`src/source/wbh_defines.svh`:
```
`ifndef WBH_DEFINES_SVH
`define WBH_DEFINES_SVH

// bus widths
`define WBH_DW           32   // data
`define WBH_AW           32   // address
`define WBH_SEL_W        4    // byte enables
`define WBH_BANK_W       8    // bank select, prepended to external address

// address decode
`define WBH_LOCAL_BIT    23   // set -> local config registers
`define WBH_REG_IDX_LSB  2    // word index into the register bank

// reset values and counts
`define WBH_BANK_RST     8'h10
`define WBH_NUM_SOFT_RST 8

`endif

```
`src/source/wbh_pkg.sv`:
```
`include "wbh_defines.svh"

package wbh_pkg;

   // local register map, word addressed
   typedef enum logic [1:0] {
      REG_GLB_CTRL  = 2'd0,  // soft resets + clock config
      REG_BANK_SEL  = 2'd1,  // upper address byte for external port
      REG_CLK_CTRL1 = 2'd2,
      REG_CLK_CTRL2 = 2'd3
   } wbh_reg_idx_e;

   //------------------------------------------------------------
   // global control word, msb first
   //------------------------------------------------------------
   typedef struct packed {
      logic [3:0]                   usb_clk_cfg;  // stored only
      logic [3:0]                   rsvd;
      logic [3:0]                   cpu_clk_cfg;
      logic [7:0]                   rtc_clk_cfg;
      logic [2:0]                   wb_clk_cfg;
      logic                         soft_rst_spare;
      logic [`WBH_NUM_SOFT_RST-1:0] soft_rst;     // active low subsystem resets
   } wbh_glb_ctrl_s;

   // raw view for bus access, field view for decode
   typedef union packed {
      logic [`WBH_DW-1:0] raw;
      wbh_glb_ctrl_s      fields;
   } wbh_glb_ctrl_u;

endpackage

```
`src/source/wbh_if.sv`:
```
`include "wbh_defines.svh"

//------------------------------------------------------------
// request path to the local register bank
//------------------------------------------------------------
interface wbh_reg_if;
   logic                      reg_req;  // level, held until ack
   logic                      we;
   wbh_pkg::wbh_reg_idx_e     idx;
   logic [`WBH_DW-1:0]        wdata;
   logic [`WBH_DW-1:0]        rdata;
   logic                      ack;      // single cycle

   modport ctrl (
      output reg_req, we, idx, wdata,
      input  rdata, ack
   );

   modport regs (
      input  reg_req, we, idx, wdata,
      output rdata, ack
   );
endinterface

//------------------------------------------------------------
// request path to the external wishbone port
//------------------------------------------------------------
interface wbh_ext_if;
   logic                      ext_req;  // level, held until ack/err
   logic [`WBH_AW-1:0]        adr;      // only low 24 bits go out
   logic                      we;
   logic [`WBH_DW-1:0]        wdata;
   logic [`WBH_SEL_W-1:0]     sel;
   logic [`WBH_DW-1:0]        rdata;
   logic                      ack;      // single cycle
   logic                      err;      // single cycle

   modport ctrl (
      output ext_req, adr, we, wdata, sel,
      input  rdata, ack, err
   );

   modport port (
      input  ext_req, adr, we, wdata, sel,
      output rdata, ack, err
   );
endinterface

```
`src/source/wb_host.sv`:
```
`include "wbh_defines.svh"

module wb_host (
   input  logic                         wbm_clk_i,
   input  logic                         wbm_rst_n,
   // host side
   input  logic                         wbm_cyc_i,
   input  logic                         wbm_stb_i,
   input  logic [`WBH_AW-1:0]           wbm_adr_i,
   input  logic                         wbm_we_i,
   input  logic [`WBH_DW-1:0]           wbm_dat_i,
   input  logic [`WBH_SEL_W-1:0]        wbm_sel_i,
   output logic [`WBH_DW-1:0]           wbm_dat_o,
   output logic                         wbm_ack_o,
   output logic                         wbm_err_o,
   // external slave side
   output logic                         wbs_cyc_o,
   output logic                         wbs_stb_o,
   output logic [`WBH_AW-1:0]           wbs_adr_o,
   output logic                         wbs_we_o,
   output logic [`WBH_DW-1:0]           wbs_dat_o,
   output logic [`WBH_SEL_W-1:0]        wbs_sel_o,
   input  logic [`WBH_DW-1:0]           wbs_dat_i,
   input  logic                         wbs_ack_i,
   input  logic                         wbs_err_i,
   // config outputs
   output logic [`WBH_NUM_SOFT_RST-1:0] soft_rst_n_o,
   output logic [`WBH_DW-1:0]           cfg_clk_ctrl1_o,
   output logic [`WBH_DW-1:0]           cfg_clk_ctrl2_o
);

   logic [`WBH_BANK_W-1:0] bank_sel;   // regs -> ext port

   wbh_reg_if u_reg_if ();
   wbh_ext_if u_ext_if ();

   //------------------------------------------------------------
   // request decode and host response
   //------------------------------------------------------------
   wbh_req_ctrl u_req_ctrl (
      .wbm_clk_i (wbm_clk_i),
      .wbm_rst_n (wbm_rst_n),
      .wbm_cyc_i (wbm_cyc_i),
      .wbm_stb_i (wbm_stb_i),
      .wbm_adr_i (wbm_adr_i),
      .wbm_we_i  (wbm_we_i),
      .wbm_dat_i (wbm_dat_i),
      .wbm_sel_i (wbm_sel_i),
      .wbm_dat_o (wbm_dat_o),
      .wbm_ack_o (wbm_ack_o),
      .wbm_err_o (wbm_err_o),
      .reg_if    (u_reg_if.ctrl),
      .ext_if    (u_ext_if.ctrl)
   );

   wbh_regs u_regs (
      .wbm_clk_i       (wbm_clk_i),
      .wbm_rst_n       (wbm_rst_n),
      .reg_if          (u_reg_if.regs),
      .bank_sel_o      (bank_sel),
      .soft_rst_n_o    (soft_rst_n_o),
      .cfg_clk_ctrl1_o (cfg_clk_ctrl1_o),
      .cfg_clk_ctrl2_o (cfg_clk_ctrl2_o)
   );

   wbh_ext_port u_ext_port (
      .wbm_clk_i  (wbm_clk_i),
      .wbm_rst_n  (wbm_rst_n),
      .bank_sel_i (bank_sel),
      .wbs_dat_i  (wbs_dat_i),
      .wbs_ack_i  (wbs_ack_i),
      .wbs_err_i  (wbs_err_i),
      .ext_if     (u_ext_if.port),
      .wbs_cyc_o  (wbs_cyc_o),
      .wbs_stb_o  (wbs_stb_o),
      .wbs_adr_o  (wbs_adr_o),
      .wbs_we_o   (wbs_we_o),
      .wbs_dat_o  (wbs_dat_o),
      .wbs_sel_o  (wbs_sel_o)
   );

endmodule

```
`src/source/wbh_ext_port.sv`:
```
`include "wbh_defines.svh"

module wbh_ext_port (
   input  logic                   wbm_clk_i,
   input  logic                   wbm_rst_n,
   input  logic [`WBH_BANK_W-1:0] bank_sel_i,
   input  logic [`WBH_DW-1:0]     wbs_dat_i,
   input  logic                   wbs_ack_i,
   input  logic                   wbs_err_i,
   wbh_ext_if.port                ext_if,
   output logic                   wbs_cyc_o,
   output logic                   wbs_stb_o,
   output logic [`WBH_AW-1:0]     wbs_adr_o,
   output logic                   wbs_we_o,
   output logic [`WBH_DW-1:0]     wbs_dat_o,
   output logic [`WBH_SEL_W-1:0]  wbs_sel_o
);

   logic launch;   // start a slave cycle
   logic done;     // slave answered this cycle

   // no relaunch while ack/err still pending toward the host
   assign launch = ext_if.ext_req && !wbs_stb_o && !ext_if.ack && !ext_if.err;
   assign done   = wbs_stb_o && (wbs_ack_i || wbs_err_i);

   //------------------------------------------------------------
   // slave cycle control
   //------------------------------------------------------------
   always_ff @(posedge wbm_clk_i or negedge wbm_rst_n)
   begin
      if (!wbm_rst_n)
      begin
         wbs_cyc_o  <= 1'b0;
         wbs_stb_o  <= 1'b0;
         ext_if.ack <= 1'b0;
         ext_if.err <= 1'b0;
      end
      else
      begin
         if (launch)
         begin
            wbs_cyc_o <= 1'b1;
            wbs_stb_o <= 1'b1;
         end
         else if (done)   // end cycle on slave response
         begin
            wbs_cyc_o <= 1'b0;
            wbs_stb_o <= 1'b0;
         end
         ext_if.ack <= wbs_stb_o && wbs_ack_i;
         ext_if.err <= wbs_stb_o && wbs_err_i && !wbs_ack_i;
      end
   end

   // outbound payload, bank byte on top
   always_ff @(posedge wbm_clk_i)
   begin
      if (launch)
      begin
         wbs_adr_o <= {bank_sel_i, ext_if.adr[`WBH_AW-`WBH_BANK_W-1:0]};
         wbs_we_o  <= ext_if.we;
         wbs_dat_o <= ext_if.wdata;
         wbs_sel_o <= ext_if.sel;
      end
      if (wbs_stb_o && wbs_ack_i)
         ext_if.rdata <= wbs_dat_i;   // read data back to host side
   end

   // stall: strobe and the request behind it held until the slave responds
   a_stb_hold: assert property (@(posedge wbm_clk_i) disable iff (!wbm_rst_n)
      (wbs_stb_o && !wbs_ack_i && !wbs_err_i) |=> (wbs_stb_o && ext_if.ext_req));

endmodule

```
`src/source/wbh_regs.sv`:
```
`include "wbh_defines.svh"

module wbh_regs (
   input  logic                         wbm_clk_i,
   input  logic                         wbm_rst_n,
   wbh_reg_if.regs                      reg_if,
   output logic [`WBH_BANK_W-1:0]       bank_sel_o,
   output logic [`WBH_NUM_SOFT_RST-1:0] soft_rst_n_o,
   output logic [`WBH_DW-1:0]           cfg_clk_ctrl1_o,
   output logic [`WBH_DW-1:0]           cfg_clk_ctrl2_o
);

   wbh_pkg::wbh_glb_ctrl_u glb_ctrl_q;   // global control, raw + fields
   logic                   access;       // first cycle of a pending request
   logic [`WBH_DW-1:0]     rd_mux;

   assign access = reg_if.reg_req && !reg_if.ack;

   //------------------------------------------------------------
   // config registers
   //------------------------------------------------------------
   always_ff @(posedge wbm_clk_i or negedge wbm_rst_n)
   begin
      if (!wbm_rst_n)
      begin
         glb_ctrl_q.raw  <= '0;              // all subsystems held in reset
         bank_sel_o      <= `WBH_BANK_RST;
         cfg_clk_ctrl1_o <= '0;
         cfg_clk_ctrl2_o <= '0;
      end
      else if (access && reg_if.we)
      begin
         case (reg_if.idx)
            wbh_pkg::REG_GLB_CTRL:  glb_ctrl_q.raw  <= reg_if.wdata;
            wbh_pkg::REG_BANK_SEL:  bank_sel_o      <= reg_if.wdata[`WBH_BANK_W-1:0];
            wbh_pkg::REG_CLK_CTRL1: cfg_clk_ctrl1_o <= reg_if.wdata;
            wbh_pkg::REG_CLK_CTRL2: cfg_clk_ctrl2_o <= reg_if.wdata;
            default:                ;
         endcase
      end
   end

   // soft resets straight from the decoded field
   assign soft_rst_n_o = glb_ctrl_q.fields.soft_rst;

   //------------------------------------------------------------
   // read back
   //------------------------------------------------------------
   always_comb
   begin
      case (reg_if.idx)
         wbh_pkg::REG_GLB_CTRL:  rd_mux = glb_ctrl_q.raw;
         wbh_pkg::REG_BANK_SEL:  rd_mux = {{(`WBH_DW-`WBH_BANK_W){1'b0}}, bank_sel_o};
         wbh_pkg::REG_CLK_CTRL1: rd_mux = cfg_clk_ctrl1_o;
         wbh_pkg::REG_CLK_CTRL2: rd_mux = cfg_clk_ctrl2_o;
         default:                rd_mux = '0;
      endcase
   end

   // captured with the ack, writes just see old value
   always_ff @(posedge wbm_clk_i)
   begin
      if (access)
         reg_if.rdata <= rd_mux;
   end

   // one ack per request level
   always_ff @(posedge wbm_clk_i or negedge wbm_rst_n)
   begin
      if (!wbm_rst_n)
         reg_if.ack <= 1'b0;
      else
         reg_if.ack <= access;
   end

   // req_ctrl drops the level before a second ack could form
   a_ack_single: assert property (@(posedge wbm_clk_i) disable iff (!wbm_rst_n)
      reg_if.ack |=> (!reg_if.ack && !reg_if.reg_req));

endmodule

```
`src/source/wbh_req_ctrl.sv`:
```
`include "wbh_defines.svh"

module wbh_req_ctrl (
   input  logic                  wbm_clk_i,
   input  logic                  wbm_rst_n,
   input  logic                  wbm_cyc_i,
   input  logic                  wbm_stb_i,
   input  logic [`WBH_AW-1:0]    wbm_adr_i,
   input  logic                  wbm_we_i,
   input  logic [`WBH_DW-1:0]    wbm_dat_i,
   input  logic [`WBH_SEL_W-1:0] wbm_sel_i,
   output logic [`WBH_DW-1:0]    wbm_dat_o,
   output logic                  wbm_ack_o,
   output logic                  wbm_err_o,
   wbh_reg_if.ctrl               reg_if,
   wbh_ext_if.ctrl               ext_if
);

   logic                  req_q;     // pending request level
   logic [`WBH_AW-1:0]    adr_q;
   logic                  we_q;
   logic [`WBH_DW-1:0]    dat_q;
   logic [`WBH_SEL_W-1:0] sel_q;
   logic                  rsp_ack;   // internal ack from either target
   logic                  rsp_err;

   assign rsp_ack = reg_if.ack | ext_if.ack;
   assign rsp_err = ext_if.err;   // local bank never errors

   //------------------------------------------------------------
   // request stage
   //------------------------------------------------------------
   always_ff @(posedge wbm_clk_i or negedge wbm_rst_n)
   begin
      if (!wbm_rst_n)
         req_q <= 1'b0;
      else   // hold off while a response is on its way back
         req_q <= wbm_cyc_i && wbm_stb_i && !rsp_ack && !rsp_err
                  && !wbm_ack_o && !wbm_err_o;
   end

   // host keeps these stable during the cycle
   always_ff @(posedge wbm_clk_i)
   begin
      if (wbm_stb_i)
      begin
         adr_q <= wbm_adr_i;
         we_q  <= wbm_we_i;
         dat_q <= wbm_dat_i;
         sel_q <= wbm_sel_i;
      end
   end

   // local vs external decode on bit 23
   assign reg_if.reg_req = req_q && adr_q[`WBH_LOCAL_BIT];
   assign reg_if.we      = we_q;
   assign reg_if.idx     = wbh_pkg::wbh_reg_idx_e'(adr_q[`WBH_REG_IDX_LSB+1:`WBH_REG_IDX_LSB]);
   assign reg_if.wdata   = dat_q;

   assign ext_if.ext_req = req_q && !adr_q[`WBH_LOCAL_BIT];
   assign ext_if.adr     = adr_q;
   assign ext_if.we      = we_q;
   assign ext_if.wdata   = dat_q;
   assign ext_if.sel     = sel_q;

   //------------------------------------------------------------
   // host response, one cycle behind the target
   //------------------------------------------------------------
   always_ff @(posedge wbm_clk_i or negedge wbm_rst_n)
   begin
      if (!wbm_rst_n)
      begin
         wbm_ack_o <= 1'b0;
         wbm_err_o <= 1'b0;
      end
      else
      begin
         wbm_ack_o <= rsp_ack;
         wbm_err_o <= rsp_err;
      end
   end

   // last read data stays on the bus
   always_ff @(posedge wbm_clk_i)
   begin
      if (reg_if.ack)
         wbm_dat_o <= reg_if.rdata;
      else if (ext_if.ack)
         wbm_dat_o <= ext_if.rdata;
   end

   // one target answers per request, so never both
   a_ack_err_excl: assert property (@(posedge wbm_clk_i) disable iff (!wbm_rst_n)
      !(wbm_ack_o && wbm_err_o));

endmodule

```
`config.mk`:
```
export PLATFORM = sky130hd
export DESIGN_NAME = wb_host
export DESIGN_NICKNAME = d
export VERILOG_FILES = /design/src/source/wbh_pkg.sv /design/src/source/wbh_if.sv /design/src/source/wb_host.sv /design/src/source/wbh_ext_port.sv /design/src/source/wbh_regs.sv /design/src/source/wbh_req_ctrl.sv
export VERILOG_INCLUDE_DIRS = /design/src /design/src/source
export SDC_FILE = /design/constraint.sdc
export NUM_CORES = 1
export LEC_CHECK = 0
export ABC_CLOCK_PERIOD_IN_PS = 4600
export CAP_MARGIN = 40
export CELL_PAD_IN_SITES_DETAIL_PLACEMENT = 2
export CELL_PAD_IN_SITES_GLOBAL_PLACEMENT = 2
export CORE_AREA = 10 10 187 189
export DETAILED_ROUTE_END_ITERATION = 6
export DIE_AREA = 0 0 197 199
export DONT_BUFFER_PORTS = 1
export GPL_ROUTABILITY_DRIVEN = 0
export PLACE_DENSITY_LB_ADDON = 0.12
export SLEW_MARGIN = 20
export SYNTH_ARGS = -nofsm -noshare
export SYNTH_HDL_FRONTEND = slang
export SYNTH_HIERARCHICAL = 1
export SYNTH_SLANG_ARGS = --single-unit
export TNS_END_PERCENT = 5
```
`constraint.sdc`:
```
create_clock -name wbm_clk_i -period 4.6 [get_ports wbm_clk_i]
set_clock_uncertainty 0.2 [all_clocks]
set_input_delay 0.46 -clock wbm_clk_i [delete_from_list [all_inputs] [get_ports wbm_clk_i]]
set_output_delay 0.46 -clock wbm_clk_i [all_outputs]
set_load 0.1 [all_outputs]
```
* After elaboration in Yosys (flattened, before gate mapping)
Cells that the tools add are included.
W data, S select, Z words.
** Word-level totals
- Word-level logic and storage cells :: 64
- Output and inout port bits :: 177
- Bits of input ports :: 107
- Register bits after elaboration :: 337
** Cells by class
- Reductions and logical operators :: 33
- Equality and inequality tests :: 3
- Multiplexer cells :: 5
- Bitwise gates (word level) :: 1
** Operators by type and width (number)
- $pmux W32 S4 :: 1
- $mux W32 :: 2
- $logic_and A1 B1 Y1 :: 16
- $logic_not A1 Y1 :: 9
- $reduce_and A2 Y1 :: 4
- $eq A2 B2 Y1 const B :: 2
- $reduce_bool A2 Y1 :: 2
- $eq A2 B1 Y1 const B :: 1
- $logic_not A2 Y1 :: 1
- $mux W1 :: 2
- $logic_or A1 B1 Y1 :: 1
- $or A1 B1 Y1 :: 1

* Logic depth before layout (Yosys ltp)
Gate-level depths: netlist of run 1.
- Depth after elaboration :: 6
- Depth in mapped cells :: 7

* Modules after synthesis
Netlist of run 1, hierarchy kept.
** By module, submodules not included
- wbh_regs :: area each 5637.9 µm², cells each 357, instances 1
- wbh_req_ctrl :: area each 3833.7 µm², cells each 180, instances 1
- wbh_ext_port :: area each 3156.8 µm², cells each 111, instances 1

* Least setup slack after synthesis of run 1
Ideal clock, no wire load.
- Path type :: register -> register
- Start point :: register u_ext_port/wbs_cyc_o (netlist name)
- End point :: register u_ext_port.wbs_adr_o[0] (enable)
- Library setup time :: 0.537 ns
- Data arrival time :: 4.773 ns
- Period minus slack after synthesis :: 5.510 ns
- Cell stages (with the launch flop) :: 2
- Setup slack :: -0.910 ns
- Cells stage by stage :: dfrtp_1 > nor4b_2
** RTL lines
- end signal: assignment :: RTL line wbh_ext_port.sv:60 : wbs_adr_o <= {bank_sel_i, ext_if.adr[`WBH_AW-`WBH_BANK_W-1:0]};
- end: declaration :: RTL line wbh_ext_port.sv:13 : output logic [`WBH_AW-1:0] wbs_adr_o,

* Worst setup path in the final report of run 1
- Start point :: register u_req_ctrl.adr_q[23], in the netlist u_req_ctrl/ext_if.adr[23]
- End point :: register u_regs/glb_ctrl_q[11] (netlist bit)
** On the way
- Word-level cells in the longest chain between the ends :: 4
** Ends and longest elaborated chain
- start: declaration :: RTL line wbh_req_ctrl.sv:20 : logic [`WBH_AW-1:0] adr_q;
- start signal: assignment :: RTL line wbh_req_ctrl.sv:47 : adr_q <= wbm_adr_i;
- $logic_and A1 B1 Y1 :: RTL line wbh_req_ctrl.sv:55 : assign reg_if.reg_req = req_q && adr_q[`WBH_LOCAL_BIT];
- via u_reg_if.reg_req :: RTL line wbh_if.sv:7 : logic reg_req;
- $logic_and A1 B1 Y1 :: RTL line wbh_regs.sv:17 : assign access = reg_if.reg_req && !reg_if.ack;
- via u_regs.access :: RTL line wbh_regs.sv:14 : logic access;
- $logic_and A1 B1 Y1 :: RTL line wbh_regs.sv:31 : else if (access && reg_if.we)
- $reduce_and A2 Y1 (no line)
- end: declaration :: RTL line wbh_regs.sv:13 : wbh_pkg::wbh_glb_ctrl_u glb_ctrl_q;
The timed path passes the listed nets, and every way through them passes these cells.
A chain may end at the register's enable or synchronous reset.

==> results of run 1 <==
==> repair_timing <==
item                      CTS  global route
hold buffers              100             0
hold endpoints to repair  268             0
resized for setup           0             0
==> routing by layer <==
layer,vias to the layer above,part of all wire,GRT usage
met5,-,0.00030,0
met4,2,0.0093,0.0396
met3,34,0.061,0.0566
met2,224,0.55,0.398
met1,3695,0.38,0.256
li1,2882,-,-
==> sequential cells by signal (all words and copies together) (netlist names), 4 cells and up <==
signal	count
u_ext_port/ext_if.rdata	32
u_ext_port/wbs_adr_o	32
u_ext_port/wbs_dat_o	32
u_regs/cfg_clk_ctrl1_o	32
u_regs/cfg_clk_ctrl2_o	32
u_regs/glb_ctrl_q	32
u_regs/reg_if.rdata	32
u_req_ctrl/ext_if.wdata	32
u_req_ctrl/wbm_dat_o	32
u_req_ctrl/ext_if.adr	24
u_regs/bank_sel_o	8
u_ext_port/wbs_sel_o	4
u_req_ctrl/ext_if.sel	4
==> where the power goes <==
| part | total [mW] | internal, mW | switching [mW] |
|---|---|---|---|
| Combinational | 3.23 | 1.32 | 1.92 |
| Sequential | 4.15 | 3.64 | 0.512 |
| Clock | 2.94 | 1.71 | 1.24 |
| Total | 10.3 | 6.67 | 3.66 |
==> stage by stage <==
step	std cells	utilization	setup slack [ns]	instance area (sq um)	total power, mW
6_report	1334	0.611	1.99	19100	10.3
5_1_grt	1334	0.611	1.90	19100	10.6
4_1_cts	1325	0.608	2.04	19000	10.3
3_5_place_dp	1156	0.536	2.07	16700	7.29
3_3_place_gp	983	0.400	1.84	12500	5.91
2_1_floorplan	640	-	0.692	12400	5.75
==> layout make-up <==
class	count	area, sq um
fill	2386	12100
sequential	337	9570
timing repair buffer	288	5470
multi-input combinational	233	2350
clock buffer	53	1090
tap	402	503
clock inverter	16	104
antenna	5	12.5
==> how the worst max path moves through the flow <==
stage | start | end | depth (start not counted)
global route | u_req_ctrl/ext_if.adr[23] | u_regs/glb_ctrl_q[11] | 5
global placement | u_req_ctrl/ext_if.adr[3] | u_regs/cfg_clk_ctrl1_o[13] | 3
detailed placement | u_req_ctrl/ext_if.adr[3] | u_regs/cfg_clk_ctrl1_o[26] | 4
CTS | u_req_ctrl/ext_if.adr[3] | u_regs/cfg_clk_ctrl1_o[12] | 4
finish | u_req_ctrl/ext_if.adr[23] | u_regs/glb_ctrl_q[11] | 5
floorplan | u_ext_port/wbs_cyc_o | u_ext_port/wbs_adr_o[0] | 1
==> worst reg2reg max path, delay by kind of cell, from the launching register on <==
kind,cells,cell delay (ns)
mux,1,0.43
buf+inv,1,0.40
simple gates,3,1.05
flops,1,0.39
==> impl_metrics.ini, run 1 <==
[cts]
clock_sinks = 337
clock_path_buffers = 3
path_clk_slew_ns = 0.06
cts_root_buf = clkbuf_16
clk_latency_ns = 0.52
h-tree-depth = 2
cts_tree = yes
cts_buffers = 38
post_cts_buffers = 0

[floorplan]
core_sq_um = 31200
row_count = 65
die_h_um = 199
die_area_sq_um = 39200
fp.dieW_um = 197
io_pins = 284
initial_core_util = 0.397

[hold_path]
min_from = wbm_stb_i
whs_endpoint = u_req_ctrl/ext_if.adr[16]
worstHoldPathCells = 1
hold_path.class = input pin to register

[critical_path]
timing.rr.end = u_regs/glb_ctrl_q[11]
cp.required_ns = 4.76
path_cells = and2_1 > nor2b_4 > nor4bb_4 > buf_4 > mux2_1
cp_num_buf_inv = 1
r2r_start = u_req_ctrl/ext_if.adr[23]
critPathKind = register to register
slowest_stage = nor2b_4
crit_arrival_ns = 2.77
cp-start-kind = register
crit_path_end_kind = register
worst_r2r_path_depth = 5
r2r_slack_ns = 1.99
crit_family = simple AND/OR/NAND/NOR gates
cpPeakStageDelay_ns = 0.53
path_max_fanout = 17

[pwr]
vdd_drop_max_v = 0.000386
power_density_nw_per_um2 = 541
power.leakage_nw = 7.61

[timing]
max_freq_mhz = 384
finalSetupViolations = 0
tns_ns = 0
hold_viol = 0
fin_crit_ns = 2.61
fin_crit_sh = 0.567
timing.final.max_slew_violations = 0
slew_headroom = 0.387
whs_ns = 0.161
tightest_slew_ns = 0.922
rsz0062_at_grt = no

[final_layout]
drive_gt1_frac = 0.392
final_cell_mix = edfxtp_1 (226), buf_16 (140), dfrtp_1 (108)
finalNetCount = 1005
final_common_cell = edfxtp_1
synthToLayoutAreaGrowth_pct = 54.1

[grt]
grt_max_degree = 112
gr-total-overflow = 0
grt_pass1_vias = 8170
antenna_found_initial = 6
grt_use_total = 0.219
grt_pass1_wl_mm = 61.9

[drt]
drcViolationCount = 0
drtAntennaViolNets = 0
routed_wl_mm = 43.6
viasPerCell = 5.13
drt_iter0_drc = 339
via_count = 6837
drtPass1Iterations = 4
post_drt_wl_per_cell_um = 32.7

[outcome]
run_status = complete, no violations

[synthesis]
syn_inst = 640
avgSynthCellArea_sq_um = 19.4
yosysWarnings = 6
synth_nets = 747
synthesis.area_sq_um = 12400

[flow_run]
max_cap_viol_count = 0

[placed_design]
port_buffers = 0
dp_hpwl_mm = 26.0
Note: power is estimated with default switching activity, not from simulation.
==> inputs of run 2 (changes only) <==
--- a/config.mk
+++ b/config.mk
@@ -6,7 +6,7 @@
 export SDC_FILE = /design/constraint.sdc
 export NUM_CORES = 1
 export LEC_CHECK = 0
-export ABC_CLOCK_PERIOD_IN_PS = 4600
+export ABC_CLOCK_PERIOD_IN_PS = 2100
 export CAP_MARGIN = 40
 export CELL_PAD_IN_SITES_DETAIL_PLACEMENT = 2
 export CELL_PAD_IN_SITES_GLOBAL_PLACEMENT = 2
==> constraint.sdc (replaced) <==
create_clock -name wbm_clk_i -period 2.1 [get_ports wbm_clk_i]
set_clock_uncertainty 0.2 [all_clocks]
set_input_delay 0.21 -clock wbm_clk_i [delete_from_list [all_inputs] [get_ports wbm_clk_i]]
set_output_delay 0.21 -clock wbm_clk_i [all_outputs]
set_load 0.1 [all_outputs]
==> run 2 against run 1 <==
Net effect: the flow now finishes with violations (negative hold slack); sequential power increased by 110%; sequential cell count unchanged; combinational power increased by 67%; via count decreased by 2.3%; final cell count increased by 0.60%; clock power increased by 100%; critical path depth unchanged; core utilization decreased by 9.1 points; hold slack got worse by 0.95 ns; final area decreased by 15%; non-clock buffer count increased by 14; worst setup slack got worse by 1.9 ns; critical path type unchanged; critical endpoint is now u_regs/reg_if.rdata[10].
==> impl_metrics.ini, run 2 (synthesis gave the netlist of run 1 again) <==
[pwr]
power.leakage_nw = 6.59
vdd_drop_max_v = 0.000754
power_density_nw_per_um2 = 1230

[critical_path]
cpPeakStageDelay_ns = 0.50
crit_path_end_kind = register
cp.required_ns = 2.24
critPathMostFrequentCell = buf_4
critPathKind = register to register
path_max_fanout = 24
crit_arrival_ns = 2.10
path_cells = buf_4 > and2_1 > buf_4 > nand2_1 > o21ai_0
slowest_stage = edfxtp_1
cp-start-kind = register

[grt]
antenna_found_initial = 4
grt_use_total = 0.185
grt_pass1_vias = 7850
grt_max_degree = 112
grt_pass1_wl_mm = 54.0
gr-total-overflow = 0

[final_layout]
drive_gt1_frac = 0.400
synthToLayoutAreaGrowth_pct = 31.1
register_area_sq_um = 9570
fin_area_sq_um = 16200
final_cell_mix = edfxtp_1 (226), buf_4 (188), dfrtp_1 (108)
fin_cells = 1342
fillers = 2732
multi_input_area_sq_um = 2350
final_core_util = 0.520
finalNetCount = 1018
final_common_cell = edfxtp_1

[placed_design]
port_buffers = 0
dp_hpwl_mm = 23.2
dp_cells = 1174
dpl_cell_area_sq_um = 14100

[timing]
whs_ns = -0.792
max_freq_mhz = 509
hold_viol = 111
rsz0062_at_grt = yes
timing.final.max_slew_violations = 0
tns_ns = 0
slew_headroom = 0.635
fin_crit_ns = 1.96
fin_crit_sh = 0.935
finalSetupViolations = 0
tightest_slew_ns = 0.552

[cts]
cts_buffers = 37
clock_sinks = 337
cts_hold_buf = 99
cts_tree = yes
cts_root_buf = clkbuf_16
path_clk_slew_ns = 0.06
clk_latency_ns = 0.51
h-tree-depth = 2
clock_path_buffers = 3

[drt]
viasPerCell = 4.98
drtAntennaViolNets = 0
drcViolationCount = 0
post_drt_wl_per_cell_um = 27.2
drtPass1Iterations = 4
drt_iter0_drc = 255
via_count = 6677
routed_wl_mm = 36.5

[floorplan]
die_h_um = 199
io_pins = 284
row_count = 65
fp.dieW_um = 197
initial_core_util = 0.397
core_sq_um = 31200
die_area_sq_um = 39200

[flow_run]
max_cap_viol_count = 0

[outcome]
violations = negative hold slack
run_status = finished, violations left

[hold_path]
hold_path.class = input pin to async pin
## run 2: cell types whose count changed in the layout (fill, tap and decap cells not counted), sizes merged
cell      previous run  this run
buf                188       204
clkinv              14        10
clkbuf              55        52
diode                5         2
clkinvlp             0         1
inv                  1         2
## run 2: timing repair
| item | in CTS | in global routing |
|---|---|---|
| setup buffers | 0 | 1 |
| hold endpoints to repair | 269 | 111 |
| setup endpoints to repair | 0 | 32 |
| resized for setup | 0 | 8 |
## run 2: area by class of cell
class / count / share of cell area
multi-input cells: 233 / 0.145
clock buffers: 52 / 0.0617
clock inverters: 14 / 0.00616
diodes: 2 / 0.000308
well taps: 402 / 0.0310
flip-flops and latches: 337 / 0.589
repair buffers: 302 / 0.167
## run 2: final timing paths
check / slack [ns] / start / cells after the start / end
setup / recovery: 0.14 / u_req_ctrl/ext_if.adr[2] / 5 / u_regs/reg_if.rdata[10]
hold / removal: -0.79 / wbm_rst_n / 0 / u_regs/cfg_clk_ctrl1_o[0]
setup reg to reg: 0.14 / u_req_ctrl/ext_if.adr[2] / 5 / u_regs/reg_if.rdata[10]
hold reg to reg: 0.22 / u_req_ctrl/ext_if.adr[18] / 0 / u_ext_port/wbs_adr_o[18]
max in group asynchronous: 2.29 / wbm_rst_n / 0 / u_regs/bank_sel_o[4]
min in group wbm_clk_i: 0.12 / wbm_dat_i[20] / 1 / u_req_ctrl/ext_if.wdata[20]
## run 2: metrics by stage
step / total power, mW / setup slack, ns
6_report: 19.9 / 0.136
2_1_floorplan: 12.6 / -1.48
5_1_grt: 20.6 / -0.00596
3_3_place_gp: 13.7 / 0.103
3_5_place_dp: 13.8 / 0.0376
4_1_cts: 20.1 / 0.0179
## run 2: layer usage
layer,routed length [um],vias up,track usage
met3,2210,34,0.0488
met5,13,-,0
met4,504,2,0.0407
met2,19400,210,0.331
met1,14300,3523,0.219
li1,-,2908,-
## run 2: report_power, final
part,internal (mW),switching (mW),total (mW)
combinational,1.26,4.13,5.40
clock,3.46,2.55,6.00
sequential,7.97,0.536,8.51
total,12.7,7.22,19.9
## run 2: worst max-delay path, delay by kind of cell (launching register included)
kind / cells / cell delay (ns)
and+or+nand+nor: 2 / 0.30
DFF: 1 / 0.50
AOI/OAI and AO/OA: 1 / 0.11
buffers and inverters: 2 / 0.65
==> inputs of run 3 (changes only) <==
--- a/config.mk
+++ b/config.mk
@@ -6,16 +6,17 @@
 export SDC_FILE = /design/constraint.sdc
 export NUM_CORES = 1
 export LEC_CHECK = 0
-export ABC_CLOCK_PERIOD_IN_PS = 2100
+export ABC_CLOCK_PERIOD_IN_PS = 2360
 export CAP_MARGIN = 40
 export CELL_PAD_IN_SITES_DETAIL_PLACEMENT = 2
 export CELL_PAD_IN_SITES_GLOBAL_PLACEMENT = 2
-export CORE_AREA = 10 10 187 189
+export CORE_AREA = 10 10 172 174
 export DETAILED_ROUTE_END_ITERATION = 6
-export DIE_AREA = 0 0 197 199
+export DIE_AREA = 0 0 182 184
 export DONT_BUFFER_PORTS = 1
 export GPL_ROUTABILITY_DRIVEN = 0
 export PLACE_DENSITY_LB_ADDON = 0.12
+export RECOVER_POWER = 50
 export SLEW_MARGIN = 20
 export SYNTH_ARGS = -nofsm -noshare
 export SYNTH_HDL_FRONTEND = slang
==> constraint.sdc (replaced) <==
create_clock -name wbm_clk_i -period 2.36 [get_ports wbm_clk_i]
set_clock_uncertainty 0.2 [all_clocks]
set_input_delay 0.236 -clock wbm_clk_i [delete_from_list [all_inputs] [get_ports wbm_clk_i]]
set_output_delay 0.236 -clock wbm_clk_i [all_outputs]
set_load 0.1 [all_outputs]
==> run 3 against run 2 <==
Net effect: the run still ends with negative hold slack left; hold slack better by 0.020 ns; clock power hardly changed; non-clock buffer count is 2 higher; global-route usage is 7.5 points higher; maximum frequency is 14% lower; first-iteration DRC count is 100% higher; critical path type unchanged.
==> impl_metrics.ini, run 3 (synthesis gave the netlist of run 1 again) <==
[timing]
slew_headroom = 0.271
fin_crit_ns = 2.29
fin_crit_sh = 0.970
hold_viol = 111
tns_ns = 0
finalWorstSetupSlack_ns = 0.0701
whs_ns = -0.773
max_freq_mhz = 437
finalSetupViolations = 0
timing.final.max_slew_violations = 0
rsz0062_at_grt = yes
tightest_slew_ns = 1.09

[floorplan]
io_pins = 284
die_area_sq_um = 33500
fp.dieW_um = 182
die_h_um = 184
row_count = 59
core_sq_um = 25900
initial_core_util = 0.478

[final_layout]
final_core_util = 0.629
fin_cells = 1284
finalNetCount = 1020
final_common_cell = edfxtp_1
synthToLayoutAreaGrowth_pct = 31.5
final_cell_mix = edfxtp_1 (226), buf_4 (125), dfrtp_1 (108)
drive_gt1_frac = 0.402

[pwr]
power_density_nw_per_um2 = 1160
power.leakage_nw = 6.67
total_power_mw = 18.9
vdd_drop_max_v = 0.000735

[cts]
cts_hold_buf = 99
post_cts_buffers = 0
clk_latency_ns = 0.53
h-tree-depth = 2
post_cts_resize_count = 0
clock_path_buffers = 3
cts_buffers = 37
cts_root_buf = clkbuf_16
clock_sinks = 337
path_clk_slew_ns = 0.06
cts_tree = yes

[drt]
via_count = 7028
routed_wl_mm = 44.3
drcViolationCount = 0
drtAntennaViolNets = 0
drtPass1Iterations = 5
drt_iter0_drc = 522
viasPerCell = 5.47
post_drt_wl_per_cell_um = 34.5

[critical_path]
cp.required_ns = 2.53
path_cells = and2_1 > nor2b_4 > nor4bb_4 > buf_4 > mux2_1
critPathKind = register to register
cp-start-kind = register
path_max_fanout = 16
r2r_slack_ns = 0.07
cpPeakStageDelay_ns = 0.40
crit_arrival_ns = 2.46
slowest_stage = edfxtp_1
crit_path_end_kind = register

[flow_run]
max_cap_viol_count = 0

[outcome]
run_status = finished, violations left
violations = negative hold slack

[placed_design]
dp_cells = 1110
place_ws_ns = 0.216
dp_hpwl_mm = 24.7
port_buffers = 0

[hold_path]
hold_path.class = input pin to async pin

[grt]
grt_use_total = 0.260
gr-total-overflow = 0
antenna_found_initial = 8
grt_pass1_vias = 8296
grt_max_degree = 112
grt_pass1_wl_mm = 63.7
[run 3: cell types whose count changed in the layout (fill, tap and decap cells not counted), sizes merged, moves of 2 or more]
cell	delta
bufinv	+2
buf	-54
diode	+5
clkbuf	+57
[run 3: cell type report]
cell class,instances,area [sq um]
antenna,7,17.5
multi-input combinational,233,2350
fill,2061,9620
clock buffer,53,1090
timing repair buffer,304,2700
tap,335,419
sequential,337,9570
clock inverter,15,154
[run 3: layer usage]
metal | global-route usage | share of wire | vias to the layer above
li1 | - | - | 2916
met1 | 0.295 | 0.38 | 3766
met2 | 0.474 | 0.54 | 294
met3 | 0.0754 | 0.069 | 52
met4 | 0.0592 | 0.016 | 0
met5 | 0 | 0 | -
[run 3: power breakdown]
group          internal (mW)  leakage [nW]  switching (mW)  total, mW
combinational           1.29          2.49            3.88       5.17
sequential              7.09          3.56           0.602       7.69
clock                   3.55         0.623            2.47       6.02
[run 3: worst paths after layout]
path                       depth (start not counted)                           to                      start
max                                                5         u_regs/glb_ctrl_q[6]  u_req_ctrl/ext_if.adr[23]
min                                                0         u_regs/glb_ctrl_q[3]                  wbm_rst_n
max reg2reg                                        5         u_regs/glb_ctrl_q[6]  u_req_ctrl/ext_if.adr[23]
min reg2reg                                        0      u_ext_port/wbs_sel_o[1]   u_req_ctrl/ext_if.sel[1]
max in group asynchronous                          0         u_regs/bank_sel_o[4]                  wbm_rst_n
min in group wbm_clk_i                             1  u_req_ctrl/ext_if.wdata[26]              wbm_dat_i[26]
[run 3: through the flow]
step | hold WS, ns | instance area [sq um]
after floorplan | -0.260 | 12400
after global placement | -0.253 | 13800
after detailed placement | -0.254 | 14300
after CTS | -0.793 | 16500
after global routing | -0.799 | 16300
final | -0.773 | 16300
[run 3: worst max-delay path: cells and delay by family (launching register included)]
| family | cells | cell delay, ns |
|---|---|---|
| AND/OR/NAND/NOR | 3 | 0.75 |
| flip-flops | 1 | 0.40 |
| buffers and inverters | 1 | 0.38 |
| multiplexers | 1 | 0.40 |
